==> config.mk <==
export PLATFORM = sky130hd
export DESIGN_NAME = ring_router
export DESIGN_NICKNAME = d
export VERILOG_FILES = /design/src/logic/dbg_ring_pkg.sv /design/src/logic/dii_if.sv /design/src/logic/ring_router_demux.sv /design/src/logic/ring_router_mux.sv /design/src/logic/dii_buffer.sv /design/src/logic/ring_router.sv
export SDC_FILE = /design/constraint.sdc
export NUM_CORES = 1
export LEC_CHECK = 0
export BUFFER_PORTS_ARGS = -buffer_cell sky130_fd_sc_hd__buf_2
export CORE_ASPECT_RATIO = 1.4
export CORE_MARGIN = 5
export CORE_UTILIZATION = 40
export CTS_BUF_LIST = sky130_fd_sc_hd__clkbuf_2
export DETAILED_ROUTE_END_ITERATION = 10
export GPL_TIMING_DRIVEN = 0
export PLACE_DENSITY = 0.73
export SETUP_SLACK_MARGIN = 0.5
export SLEW_MARGIN = 5
export SYNTH_ARGS = -nofsm -noshare
export SYNTH_HDL_FRONTEND = slang
export SYNTH_SLANG_ARGS = --single-unit
==> constraint.sdc <==
create_clock -name clk -period 4.9 [get_ports clk]
set_clock_uncertainty 0.2 [all_clocks]
set_input_delay 1.225 -clock clk [delete_from_list [all_inputs] [get_ports clk]]
set_output_delay 1.225 -clock clk [all_outputs]
set_load 0.005 [all_outputs]
==> src/logic/dbg_ring_pkg.sv <==
/*
 * debug ring package
 * flit widths, node id type, output buffer sizing and the
 * header/payload view of one DII flit word
 */

package dbg_ring_pkg;

  localparam int dii_width = 16;                       // flit data width

  localparam int buf_depth = 4;                        // ring output FIFO entries
  localparam int buf_ptr_width = $clog2(buf_depth);    // read/write pointer bits
  localparam int buf_cnt_width = $clog2(buf_depth + 1); // occupancy counter bits

  // node id as carried in the first flit of a worm
  typedef logic [dii_width-1:0] dii_id_t;

  // one flit word, decoded as header on the first flit of a worm
  // and as raw payload on every following flit
  typedef union packed {
    dii_id_t              dest;     // destination node id, first flit only
    logic [dii_width-1:0] payload;  // raw body word
  } dii_word_u;

endpackage

==> src/logic/dii_if.sv <==
/*
 * DII flit link
 * data, last marker and valid/ready handshake between two blocks
 */

`timescale 1ns/1ps

interface dii_if;

  dbg_ring_pkg::dii_word_u data;  // flit word, header or payload view
  logic                    last;  // high on the final flit of a worm
  logic                    valid; // sender has a flit
  logic                    ready; // receiver takes the flit

  // flit producer side
  modport tx (
    output data,
    output last,
    output valid,
    input  ready
  );

  // flit consumer side
  modport rx (
    input  data,
    input  last,
    input  valid,
    output ready
  );

endinterface

==> src/logic/ring_router_demux.sv <==
/*
 * ring router demux
 * splits incoming ring worms by destination id, worms for this
 * node go to the local port, all others pass on along the ring
 */

`timescale 1ns/1ps

module ring_router_demux (
  input  logic                  clk,
  input  logic                  rst,
  input  dbg_ring_pkg::dii_id_t id,        // this node's id
  dii_if.rx                     ring_rx,   // flits arriving from the ring
  dii_if.tx                     local_out, // worms addressed to this node
  dii_if.tx                     pass       // worms for other nodes
);

  logic worm;        // a worm is in progress, header already taken
  logic worm_local;  // route of the worm in progress
  logic is_local;    // header of the current flit matches id
  logic sel_local;   // route used for the current flit
  logic accept;      // flit transfer on the ring input

  // only meaningful on a header flit, masked by worm below
  assign is_local = (ring_rx.data.dest == id);

  // header flits route on the fly, body flits follow the latched route
  assign sel_local = worm ? worm_local : is_local;

  // data and last fan out unchanged, only valid is steered
  assign local_out.data = ring_rx.data;
  assign local_out.last = ring_rx.last;
  assign pass.data      = ring_rx.data;
  assign pass.last      = ring_rx.last;

  assign local_out.valid = ring_rx.valid & sel_local;
  assign pass.valid      = ring_rx.valid & ~sel_local;

  // back-pressure only from the output the worm is heading to
  assign ring_rx.ready = sel_local ? local_out.ready : pass.ready;

  assign accept = ring_rx.valid & ring_rx.ready;

  always_ff @(posedge clk) begin
    if (rst) begin
      worm       <= 1'b0;
      worm_local <= 1'b0;
    end else if (accept) begin
      if (ring_rx.last) begin
        worm <= 1'b0;                   // worm done, next flit is a header
      end else if (!worm) begin
        worm       <= 1'b1;             // header accepted, lock the route
        worm_local <= is_local;
      end
    end
  end

endmodule

==> src/logic/ring_router_mux.sv <==
/*
 * ring router mux
 * merges pass-through ring worms and locally injected worms onto one
 * stream, ring side wins at worm boundaries, a lock keeps worms whole
 */

`timescale 1ns/1ps

module ring_router_mux (
  input  logic clk,
  input  logic rst,
  dii_if.rx    ring_side,   // pass-through worms from the demux
  dii_if.rx    local_side,  // worms injected by the local port
  dii_if.tx    merged       // towards the output buffer
);

  logic locked;      // a worm is in flight on merged
  logic lock_local;  // owner of the worm in flight
  logic sel_local;   // local side currently selected
  logic accept;      // flit transfer on merged

  // idle: ring has priority, local gets the slot when ring is quiet
  always_comb begin
    if (locked) begin
      sel_local = lock_local;
    end else begin
      sel_local = ~ring_side.valid;
    end
  end

  // combinational forward path of the selected side
  always_comb begin
    if (sel_local) begin
      merged.data  = local_side.data;
      merged.last  = local_side.last;
      merged.valid = local_side.valid;
    end else begin
      merged.data  = ring_side.data;
      merged.last  = ring_side.last;
      merged.valid = ring_side.valid;
    end
  end

  // the side not selected sees ready low
  assign ring_side.ready  = merged.ready & ~sel_local;
  assign local_side.ready = merged.ready & sel_local;

  assign accept = merged.valid & merged.ready;

  // lock taken on the accepted first flit, released on the accepted
  // last flit, single-flit worms never lock
  always_ff @(posedge clk) begin
    if (rst) begin
      locked     <= 1'b0;
      lock_local <= 1'b0;
    end else if (accept) begin
      if (merged.last) begin
        locked <= 1'b0;                 // worm complete, rearbitrate
      end else if (!locked) begin
        locked     <= 1'b1;             // first flit gone, hold winner
        lock_local <= sel_local;
      end
    end
  end

endmodule

==> src/logic/dii_buffer.sv <==
/*
 * DII flit buffer
 * small circular FIFO decoupling the ring output from the merge stage
 */

`timescale 1ns/1ps

module dii_buffer (
  input  logic clk,
  input  logic rst,
  dii_if.rx    wr,  // flits in
  dii_if.tx    rd   // flits out, head of the queue
);

  localparam logic [dbg_ring_pkg::buf_ptr_width-1:0] ptr_last =
    dbg_ring_pkg::buf_ptr_width'(dbg_ring_pkg::buf_depth - 1);
  localparam logic [dbg_ring_pkg::buf_cnt_width-1:0] cnt_full =
    dbg_ring_pkg::buf_cnt_width'(dbg_ring_pkg::buf_depth);

  dbg_ring_pkg::dii_word_u mem_data [dbg_ring_pkg::buf_depth]; // flit words
  logic                    mem_last [dbg_ring_pkg::buf_depth]; // last markers

  logic [dbg_ring_pkg::buf_ptr_width-1:0] wr_ptr;  // next free slot
  logic [dbg_ring_pkg::buf_ptr_width-1:0] rd_ptr;  // head slot
  logic [dbg_ring_pkg::buf_cnt_width-1:0] count;   // flits held

  logic do_wr;  // flit written this cycle
  logic do_rd;  // flit read this cycle

  assign wr.ready = (count != cnt_full);   // room for one more
  assign rd.valid = (count != '0);         // head is valid when not empty
  assign rd.data  = mem_data[rd_ptr];
  assign rd.last  = mem_last[rd_ptr];

  assign do_wr = wr.valid & wr.ready;
  assign do_rd = rd.valid & rd.ready;

  // storage, no reset on payload
  always_ff @(posedge clk) begin
    if (do_wr) begin
      mem_data[wr_ptr] <= wr.data;
      mem_last[wr_ptr] <= wr.last;
    end
  end

  // pointers wrap at buf_depth, not only at powers of two
  always_ff @(posedge clk) begin
    if (rst) begin
      wr_ptr <= '0;
      rd_ptr <= '0;
      count  <= '0;
    end else begin
      if (do_wr) begin
        wr_ptr <= (wr_ptr == ptr_last) ? '0 : wr_ptr + 1'b1;
      end
      if (do_rd) begin
        rd_ptr <= (rd_ptr == ptr_last) ? '0 : rd_ptr + 1'b1;
      end
      case ({do_wr, do_rd})
        2'b10:   count <= count + 1'b1;  // write only
        2'b01:   count <= count - 1'b1;  // read only
        default: count <= count;         // none, or both at once
      endcase
    end
  end

endmodule

==> src/logic/ring_router.sv <==
/*
 * debug ring router node
 * splits ring worms for this node to the local port, merges the rest
 * with local injection and buffers the result onto the ring output
 */

`timescale 1ns/1ps

module ring_router (
  input  logic                               clk,
  input  logic                               rst,
  input  dbg_ring_pkg::dii_id_t              id,

  input  logic [dbg_ring_pkg::dii_width-1:0] ring_in_data,
  input  logic                               ring_in_last,
  input  logic                               ring_in_valid,
  output logic                               ring_in_ready,

  output logic [dbg_ring_pkg::dii_width-1:0] ring_out_data,
  output logic                               ring_out_last,
  output logic                               ring_out_valid,
  input  logic                               ring_out_ready,

  input  logic [dbg_ring_pkg::dii_width-1:0] local_in_data,
  input  logic                               local_in_last,
  input  logic                               local_in_valid,
  output logic                               local_in_ready,

  output logic [dbg_ring_pkg::dii_width-1:0] local_out_data,
  output logic                               local_out_last,
  output logic                               local_out_valid,
  input  logic                               local_out_ready
);

  dii_if ring_rx ();    // ring input
  dii_if local_out ();  // demux to local port
  dii_if pass ();       // demux to mux, ring side
  dii_if local_in ();   // local port to mux
  dii_if merged ();     // mux to buffer
  dii_if ring_out ();   // buffer to ring output

  // ring input ports into the link
  assign ring_rx.data  = ring_in_data;
  assign ring_rx.last  = ring_in_last;
  assign ring_rx.valid = ring_in_valid;
  assign ring_in_ready = ring_rx.ready;

  // local injection ports into the link
  assign local_in.data  = local_in_data;
  assign local_in.last  = local_in_last;
  assign local_in.valid = local_in_valid;
  assign local_in_ready = local_in.ready;

  // local delivery link out to ports
  assign local_out_data  = local_out.data;
  assign local_out_last  = local_out.last;
  assign local_out_valid = local_out.valid;
  assign local_out.ready = local_out_ready;

  // buffered ring link out to ports
  assign ring_out_data  = ring_out.data;
  assign ring_out_last  = ring_out.last;
  assign ring_out_valid = ring_out.valid;
  assign ring_out.ready = ring_out_ready;

  ring_router_demux demux_i (
    .clk       (clk),
    .rst       (rst),
    .id        (id),
    .ring_rx   (ring_rx),
    .local_out (local_out),
    .pass      (pass)
  );

  ring_router_mux mux_i (
    .clk        (clk),
    .rst        (rst),
    .ring_side  (pass),
    .local_side (local_in),
    .merged     (merged)
  );

  dii_buffer buffer_i (
    .clk (clk),
    .rst (rst),
    .wr  (merged),
    .rd  (ring_out)
  );

endmodule

Word-level counts from Yosys, hierarchy flattened
Memory sizes are Yosys's and may differ from the RTL's. A register that Yosys moved wholly into a read port is not among the register bits.
Index checks and enable logic that the tools add are counted.
W data, S select, Z words.
{"block": "word_totals", "reg_bits": 11, "latch_bits": 0, "ramBits": 68, "mem_bits_ro": 0, "output_inout_bits": 38, "wordCells": 53, "memories": 2}
{"name": "buffer_i.mem_data", "depth": 4, "width": 16, "read_ports": 1, "rd_clocked_by_memory_dff": 1, "write_ports": 1, "line": "dii_buffer.sv:20", "text": "dbg_ring_pkg::dii_word_u mem_data [dbg_ring_pkg::buf_depth];"}
{"name": "buffer_i.mem_last", "depth": 4, "width": 1, "read_ports": 1, "rd_clocked_by_memory_dff": 1, "write_ports": 1, "line": "dii_buffer.sv:21", "text": "logic mem_last [dbg_ring_pkg::buf_depth];"}
{"block": "classes", "addsub": 4, "mul": 0, "div_mod_pow": 0, "magnitude_cmp": 0, "eq_ne": 6, "shift": 0, "mux": 17, "bitwise_logic": 13, "reduce_logical": 4}
{"cell": "$eq A16 B16 Y1", "count": 1}
{"cell": "$mux W16", "count": 1}
{"cell": "$mux W2", "count": 6}
{"cell": "$mux W1", "count": 9}
{"cell": "$and A1 B1 Y1", "count": 7}
{"cell": "$eq A2 B2 Y1 const B", "count": 3}
{"cell": "$not A1 Y1", "count": 6}
{"cell": "$pmux W3 S2", "count": 1}
{"cell": "$add A2 B1 Y2 const B", "count": 2}
{"cell": "$add A3 B1 Y3 const B", "count": 1}
{"cell": "$ne A3 B3 Y1 const B", "count": 1}
{"cell": "$reduce_and A3 Y1", "count": 1}
{"cell": "$reduce_bool A3 Y1", "count": 1}
{"cell": "$sub A3 B1 Y3 const B", "count": 1}
{"cell": "$eq A2 B1 Y1 const B", "count": 1}
{"cell": "$reduce_and A2 Y1", "count": 1}
{"cell": "$reduce_bool A2 Y1", "count": 1}

Logic depth before layout (Yosys ltp)
{"block": "depth", "depth_word": 11, "mapped_depth": 13, "ltp_nobuf": 13}

By module
Synthesis repeated with hierarchy kept, for this count alone.
{"block": "hier_totals", "hier_cells": 256, "area_unflattened_um2": 3927.5}
{"mod": "dii_buffer", "instances": 1, "cells_per_inst": 141, "area_per_inst_um2": 2949.1, "seq_area_each_um2": 2222.1}
{"mod": "ring_router_demux", "instances": 1, "cells_per_inst": 76, "area_per_inst_um2": 611.8, "seq_area_each_um2": 40.0}
{"mod": "ring_router_mux", "instances": 1, "cells_per_inst": 39, "area_per_inst_um2": 366.6, "seq_area_each_um2": 40.0}

Worst setup path before layout
Ideal clock, no wire load.
{"block": "synth_timing", "path_kind": "in2out", "startpoint": "in id[0]", "endpoint": "out ring_in_ready", "arrival_ns": 2.546, "path_slack_ns": 0.929, "cell_stages": 8, "n_path_buf": 1, "cell_sequence": "xor2_1 > nor4_2 > nand3_2 > nor2_4 > o31ai_2 > buf_6 > and3_1 > o21bai_1"}
{"block": "synth_between", "elab_chain_cells": 9}
{"item": "start, declared", "line": "ring_router.sv:12", "text": "input dbg_ring_pkg::dii_id_t id,"}
{"item": "$eq A16 B16 Y1 *", "line": "ring_router_demux.sv:25", "text": "assign is_local = (ring_rx.data.dest == id);"}
{"item": "$mux W1 *", "line": "ring_router_demux.sv:28", "text": "assign sel_local = worm ? worm_local : is_local;"}
{"item": "$not A1 Y1", "line": "ring_router_demux.sv:37", "text": "assign pass.valid = ring_rx.valid & ~sel_local;"}
{"item": "$and A1 B1 Y1", "line": "ring_router_demux.sv:37"}
{"item": "$not A1 Y1", "line": "ring_router_mux.sv:27", "text": "sel_local = ~ring_side.valid;"}
{"item": "$mux W1", "line": "ring_router_mux.sv:24", "text": "if (locked) begin"}
{"item": "$not A1 Y1", "line": "ring_router_mux.sv:45", "text": "assign ring_side.ready = merged.ready & ~sel_local;"}
{"item": "$and A1 B1 Y1", "line": "ring_router_mux.sv:45"}
{"item": "$mux W1 *", "line": "ring_router_demux.sv:40", "text": "assign ring_rx.ready = sel_local ? local_out.ready : pass.ready;"}
{"item": "end, declared", "line": "ring_router.sv:17", "text": "output logic ring_in_ready,"}
Every way passes the cells marked *; elsewhere a longest branch is shown, timed or not.

Final worst setup path
{"block": "layout_timing", "startpoint": "in id[2]", "endpoint": "out ring_in_ready"}
Same word-level chain as after synthesis.

==> results.txt <==
----------------------------------------------------
[Placement]
  Placed instance area ... 0.00443 sq mm
  Minimum setup slack after placement ... 0.425 ns
  Weighted congestion at the end of routability-driven global placement ... 0.783
  Detail Placement HPWL ... 5860 um
  Total of buffers placed on input and output ports ... 93
  Placed insts ... 440

[Layout]
  Post-layout net count ... 417
  Sequential standard cell area ... 0.00230 sq mm
  Area added between synthesis and finish ... 22.4%
  Number of inserted diodes ... 0
  Share of layout cells above drive strength 1 ... 52.6%
  Number of filler instances in the final layout ... 818
  Combined area of the multi-input logic cells ... 0.00136 sq mm
  Leading cell type in the layout, fill and taps excluded ... buf_2
  Post-layout utilization of the core ... 49.7%
  Area of all placed cells without fillers ... 0.00468 sq mm
  Highest-count cells in the layout ignoring fill and taps ... buf_2 (95), edfxtp_1 (68), buf_4 (28)
  Layout Cells excl Fill ... 469

[Yosys]
  Number of unique standard cell types used by synthesis ... 46
  Largest family of logic cells by synthesized area ... multiplexers
  Gate count of the mapped netlist ... 237
  Share of the synthesized netlist area taken by xor and xnor gates ... 4.12%
  Number of enable-type register cells in the synthesized netlist ... 68
  Basic-gate share of the synthesized area counting and, or, nand and nor cells ... 6.15%
  Post-synthesis share of cell area spent on full adders, half adders and majority gates ... 2.49%
  Share of synthesized area spent on multiplexers ... 16.9%
  Net Count, Synth ... 300
  Cell types occupying the most area after synthesis ... edfxtp_1 (53%), mux4_2 (10%), dfxtp_1 (6.8%)
  Async set-or-reset flop fraction in the synthesized netlist ... 0%
  Primary FF master, synth ... edfxtp_1
  Synth Area per Inst ... 16.1 sq um
  Share of the synthesized area in compound gates (AO/OA/AOI/OAI) ... 4.74%
  Cell area after technology mapping ... 0.00382 sq mm
  Ys Warns ... 0
  Proportion of synthesized chip area in sequential cells ... 60.2%
  Number of synthesized register bits ... 81
  Share of Yosys cell area claimed by the top area cell type ... 53.4%
  Synth area leader ... edfxtp_1

[Power and ir drop]
  Final total power ... 1.97 mW
  Pleak ... 1.88 nW
  Peak supply drop ... 0.136 mV
  Pwr per Cell Area ... 422 mW/mm^2

[Die]
  Die Wd ... 92.6 um
  Height of the die ... 126 um
  Top-level I/O count ... 94
  Cell row count ... 42
  DIE AREA ... 0.0116 sq mm
  Effective utilization at floorplan ... 40.6%
  Core Footprint ... 0.00941 sq mm

[CTS]
  CTS tree ... yes
  Number of clock sinks ... 81
  Clock tree root buffer cell ... clkbuf_2
  CTS clock-pin slew for the worst setup and hold paths ... 0.21 ns
  Worst-case clock buffer depth ... 2
  Hold Buf Count CTS ... 0
  Number of buffers created by CTS ... 9
  H-tree levels ... 3
  Later-pin clock latency in the skew report ... 0.53 ns

[STA]
  Achievable frequency ... 231 MHz
  Least-Margin Pin Slew ... 0.941 ns
  Count of final setup violators ... 0
  Count of final max-slew check failures ... 0
  TNS Setup ... 0 ns
  Fraction of the cycle the final worst path needs ... 88.5%
  Relative max-transition margin ... 37.3%
  Unrepaired setup endpoints after global routing ... no
  Final count of hold timing violations ... 0
  Time the worst path needs with I/O delays and setup ... 4.33 ns
  Worst Setup Slack, final ... 0.565 ns
  Worst hold slack after final layout ... 0.306 ns

[Flow run]
  Count of maximum capacitance violations ... 0

[Worst setup path]
  CP Data Arrival Time ... 2.91 ns
  Max FO, Critical Path ... 5
  Critical path buffer and inverter count ... 3
  Cell class contributing the biggest share of worst-path delay ... simple AND/OR/NAND/NOR gates
  Start-to-end type of the worst setup path ... input pin to primary output
  Series of cell instances along the critical path ... buf_2 -> xor2_1 -> nor4_2 -> nand3_2 -> nor2_4 -> o31ai_4 -> buf_6 -> and3_4 -> o21bai_1 -> buf_2
  Crit start category ... input pin
  Critical Path Most Common Cell ... buf_2
  Slowest cell on the critical path ... nor4_2
  Crit. End Element ... primary output
  Slowest Stage Delay on Critical Path ... 0.39 ns
  Data required time of the worst path ... 3.47 ns

[Detailed routing]
  DRC errors left ... 0
  Detail Route Antenna Nets ... 0
  Iteration-0 DRC count of the detailed router ... 123
  Total detailed-routing wirelength ... 8250 um
  Total via count in the routed design ... 2,374
  Detailed-router iteration count before antenna repair ... 4
  Detailed-route vias per instance ... 5.06
  Average wire per cell in the routed design ... 17.6 um

[Global routing]
  Largest net degree at the start of global routing ... 18
  Remaining global-route overflow ... 0
  Overall fraction of global-route tracks in use ... 14.6%
  Initial antenna violation count ... 0
  First-pass GRT wire length ... 12,800 um
  Number of global-route vias before repair ... 2,527

[Hold path]
  Class of the worst hold path ... flip-flop to flip-flop

[Outcome]
  Run status ... finished, final reports clean

----------------------------------------------------
routing by layer:
metal | GRT usage, % | share of wire (%)
met1 | 17.3 | 39
met2 | 25.4 | 54
met3 | 3.10 | 5.5
met4 | 6.21 | 2.3
met5 | 0 | 0
synthesized netlist by cell type (2+ instances only):
cell type,count
or3_1,2
nor4_2,2
xnor2_1,4
clkbuf_1,3
o31ai_2,2
edfxtp_1,68
dfxtp_1,13
nor3_1,3
nand3_1,2
mux4_2,17
mux2_4,10
mux2_1,8
ha_1,6
nand2_1,9
xor2_1,14
buf_4,17
buf_6,2
a21oi_1,5
inv_1,10
nor2b_1,3
and2_1,4
nor2_1,9
layout make-up:
cell class | instances | share of cell area, %
sequential | 81 | 49.2
multi-input combinational | 122 | 29.1
timing repair buffer | 106 | 12.1
buffer | 24 | 3.64
tap | 110 | 2.94
clock inverter | 7 | 1.28
clock buffer | 9 | 0.963
inverter | 10 | 0.802
power by group:
group / internal [mW] / leakage (nW) / total [mW] / switching, mW
clock network: 0.114 / 0.0759 / 0.333 / 0.219
registers: 0.922 / 0.735 / 0.968 / 0.0469
logic: 0.332 / 1.07 / 0.673 / 0.341
total: 1.37 / 1.88 / 1.97 / 0.607
worst paths after layout:
check                                         from                       end  slack, ns  depth (start not counted)
worst max-delay path                         id[2]             ring_in_ready       0.57                         10
worst min-delay path            buffer_i.rd_ptr[1]                 flip-flop       0.31                          2
worst max register to register   buffer_i.count[0]  buffer_i.mem_data[3][12]       1.89                          6
worst min register to register  buffer_i.rd_ptr[1]                 flip-flop       0.31                          2
tightest hold or removal path, cell delays in order, from the launching register on:
cell,delay [ns]
dfxtp_1,0.36
nand2_1,0.05
a21oi_1,0.07
kinds of logic after synthesis:
kind of cell             after synthesis
multiplexers                          37
flip-flops                            81
XOR/XNOR                              18
AO/OA/AOI/OAI                         19
adder cells (fa/ha/maj)                7
buffers and inverters                 34
AND/OR/NAND/NOR                       41
flip-flops by register name, summed over array words and instances (netlist names), named ones only:
| name | cells |
|---|---|
| demux_i.worm | 1 |
| demux_i.worm_local | 1 |
| buffer_i.mem_data | 64 |
| buffer_i.rd_ptr | 2 |
| mux_i.locked | 1 |
| mux_i.lock_local | 1 |
| buffer_i.mem_last | 4 |
| buffer_i.wr_ptr | 2 |
| buffer_i.count | 3 |
what timing repair did:
item	in CTS	in global routing
gates cloned	0	1
gates resized for setup	3	5
endpoints found under the hold margin	0	0
setup buffers	2	10
pin swaps	3	4
endpoints found under the setup margin	2	2
(Power assumes the default switching activity.)
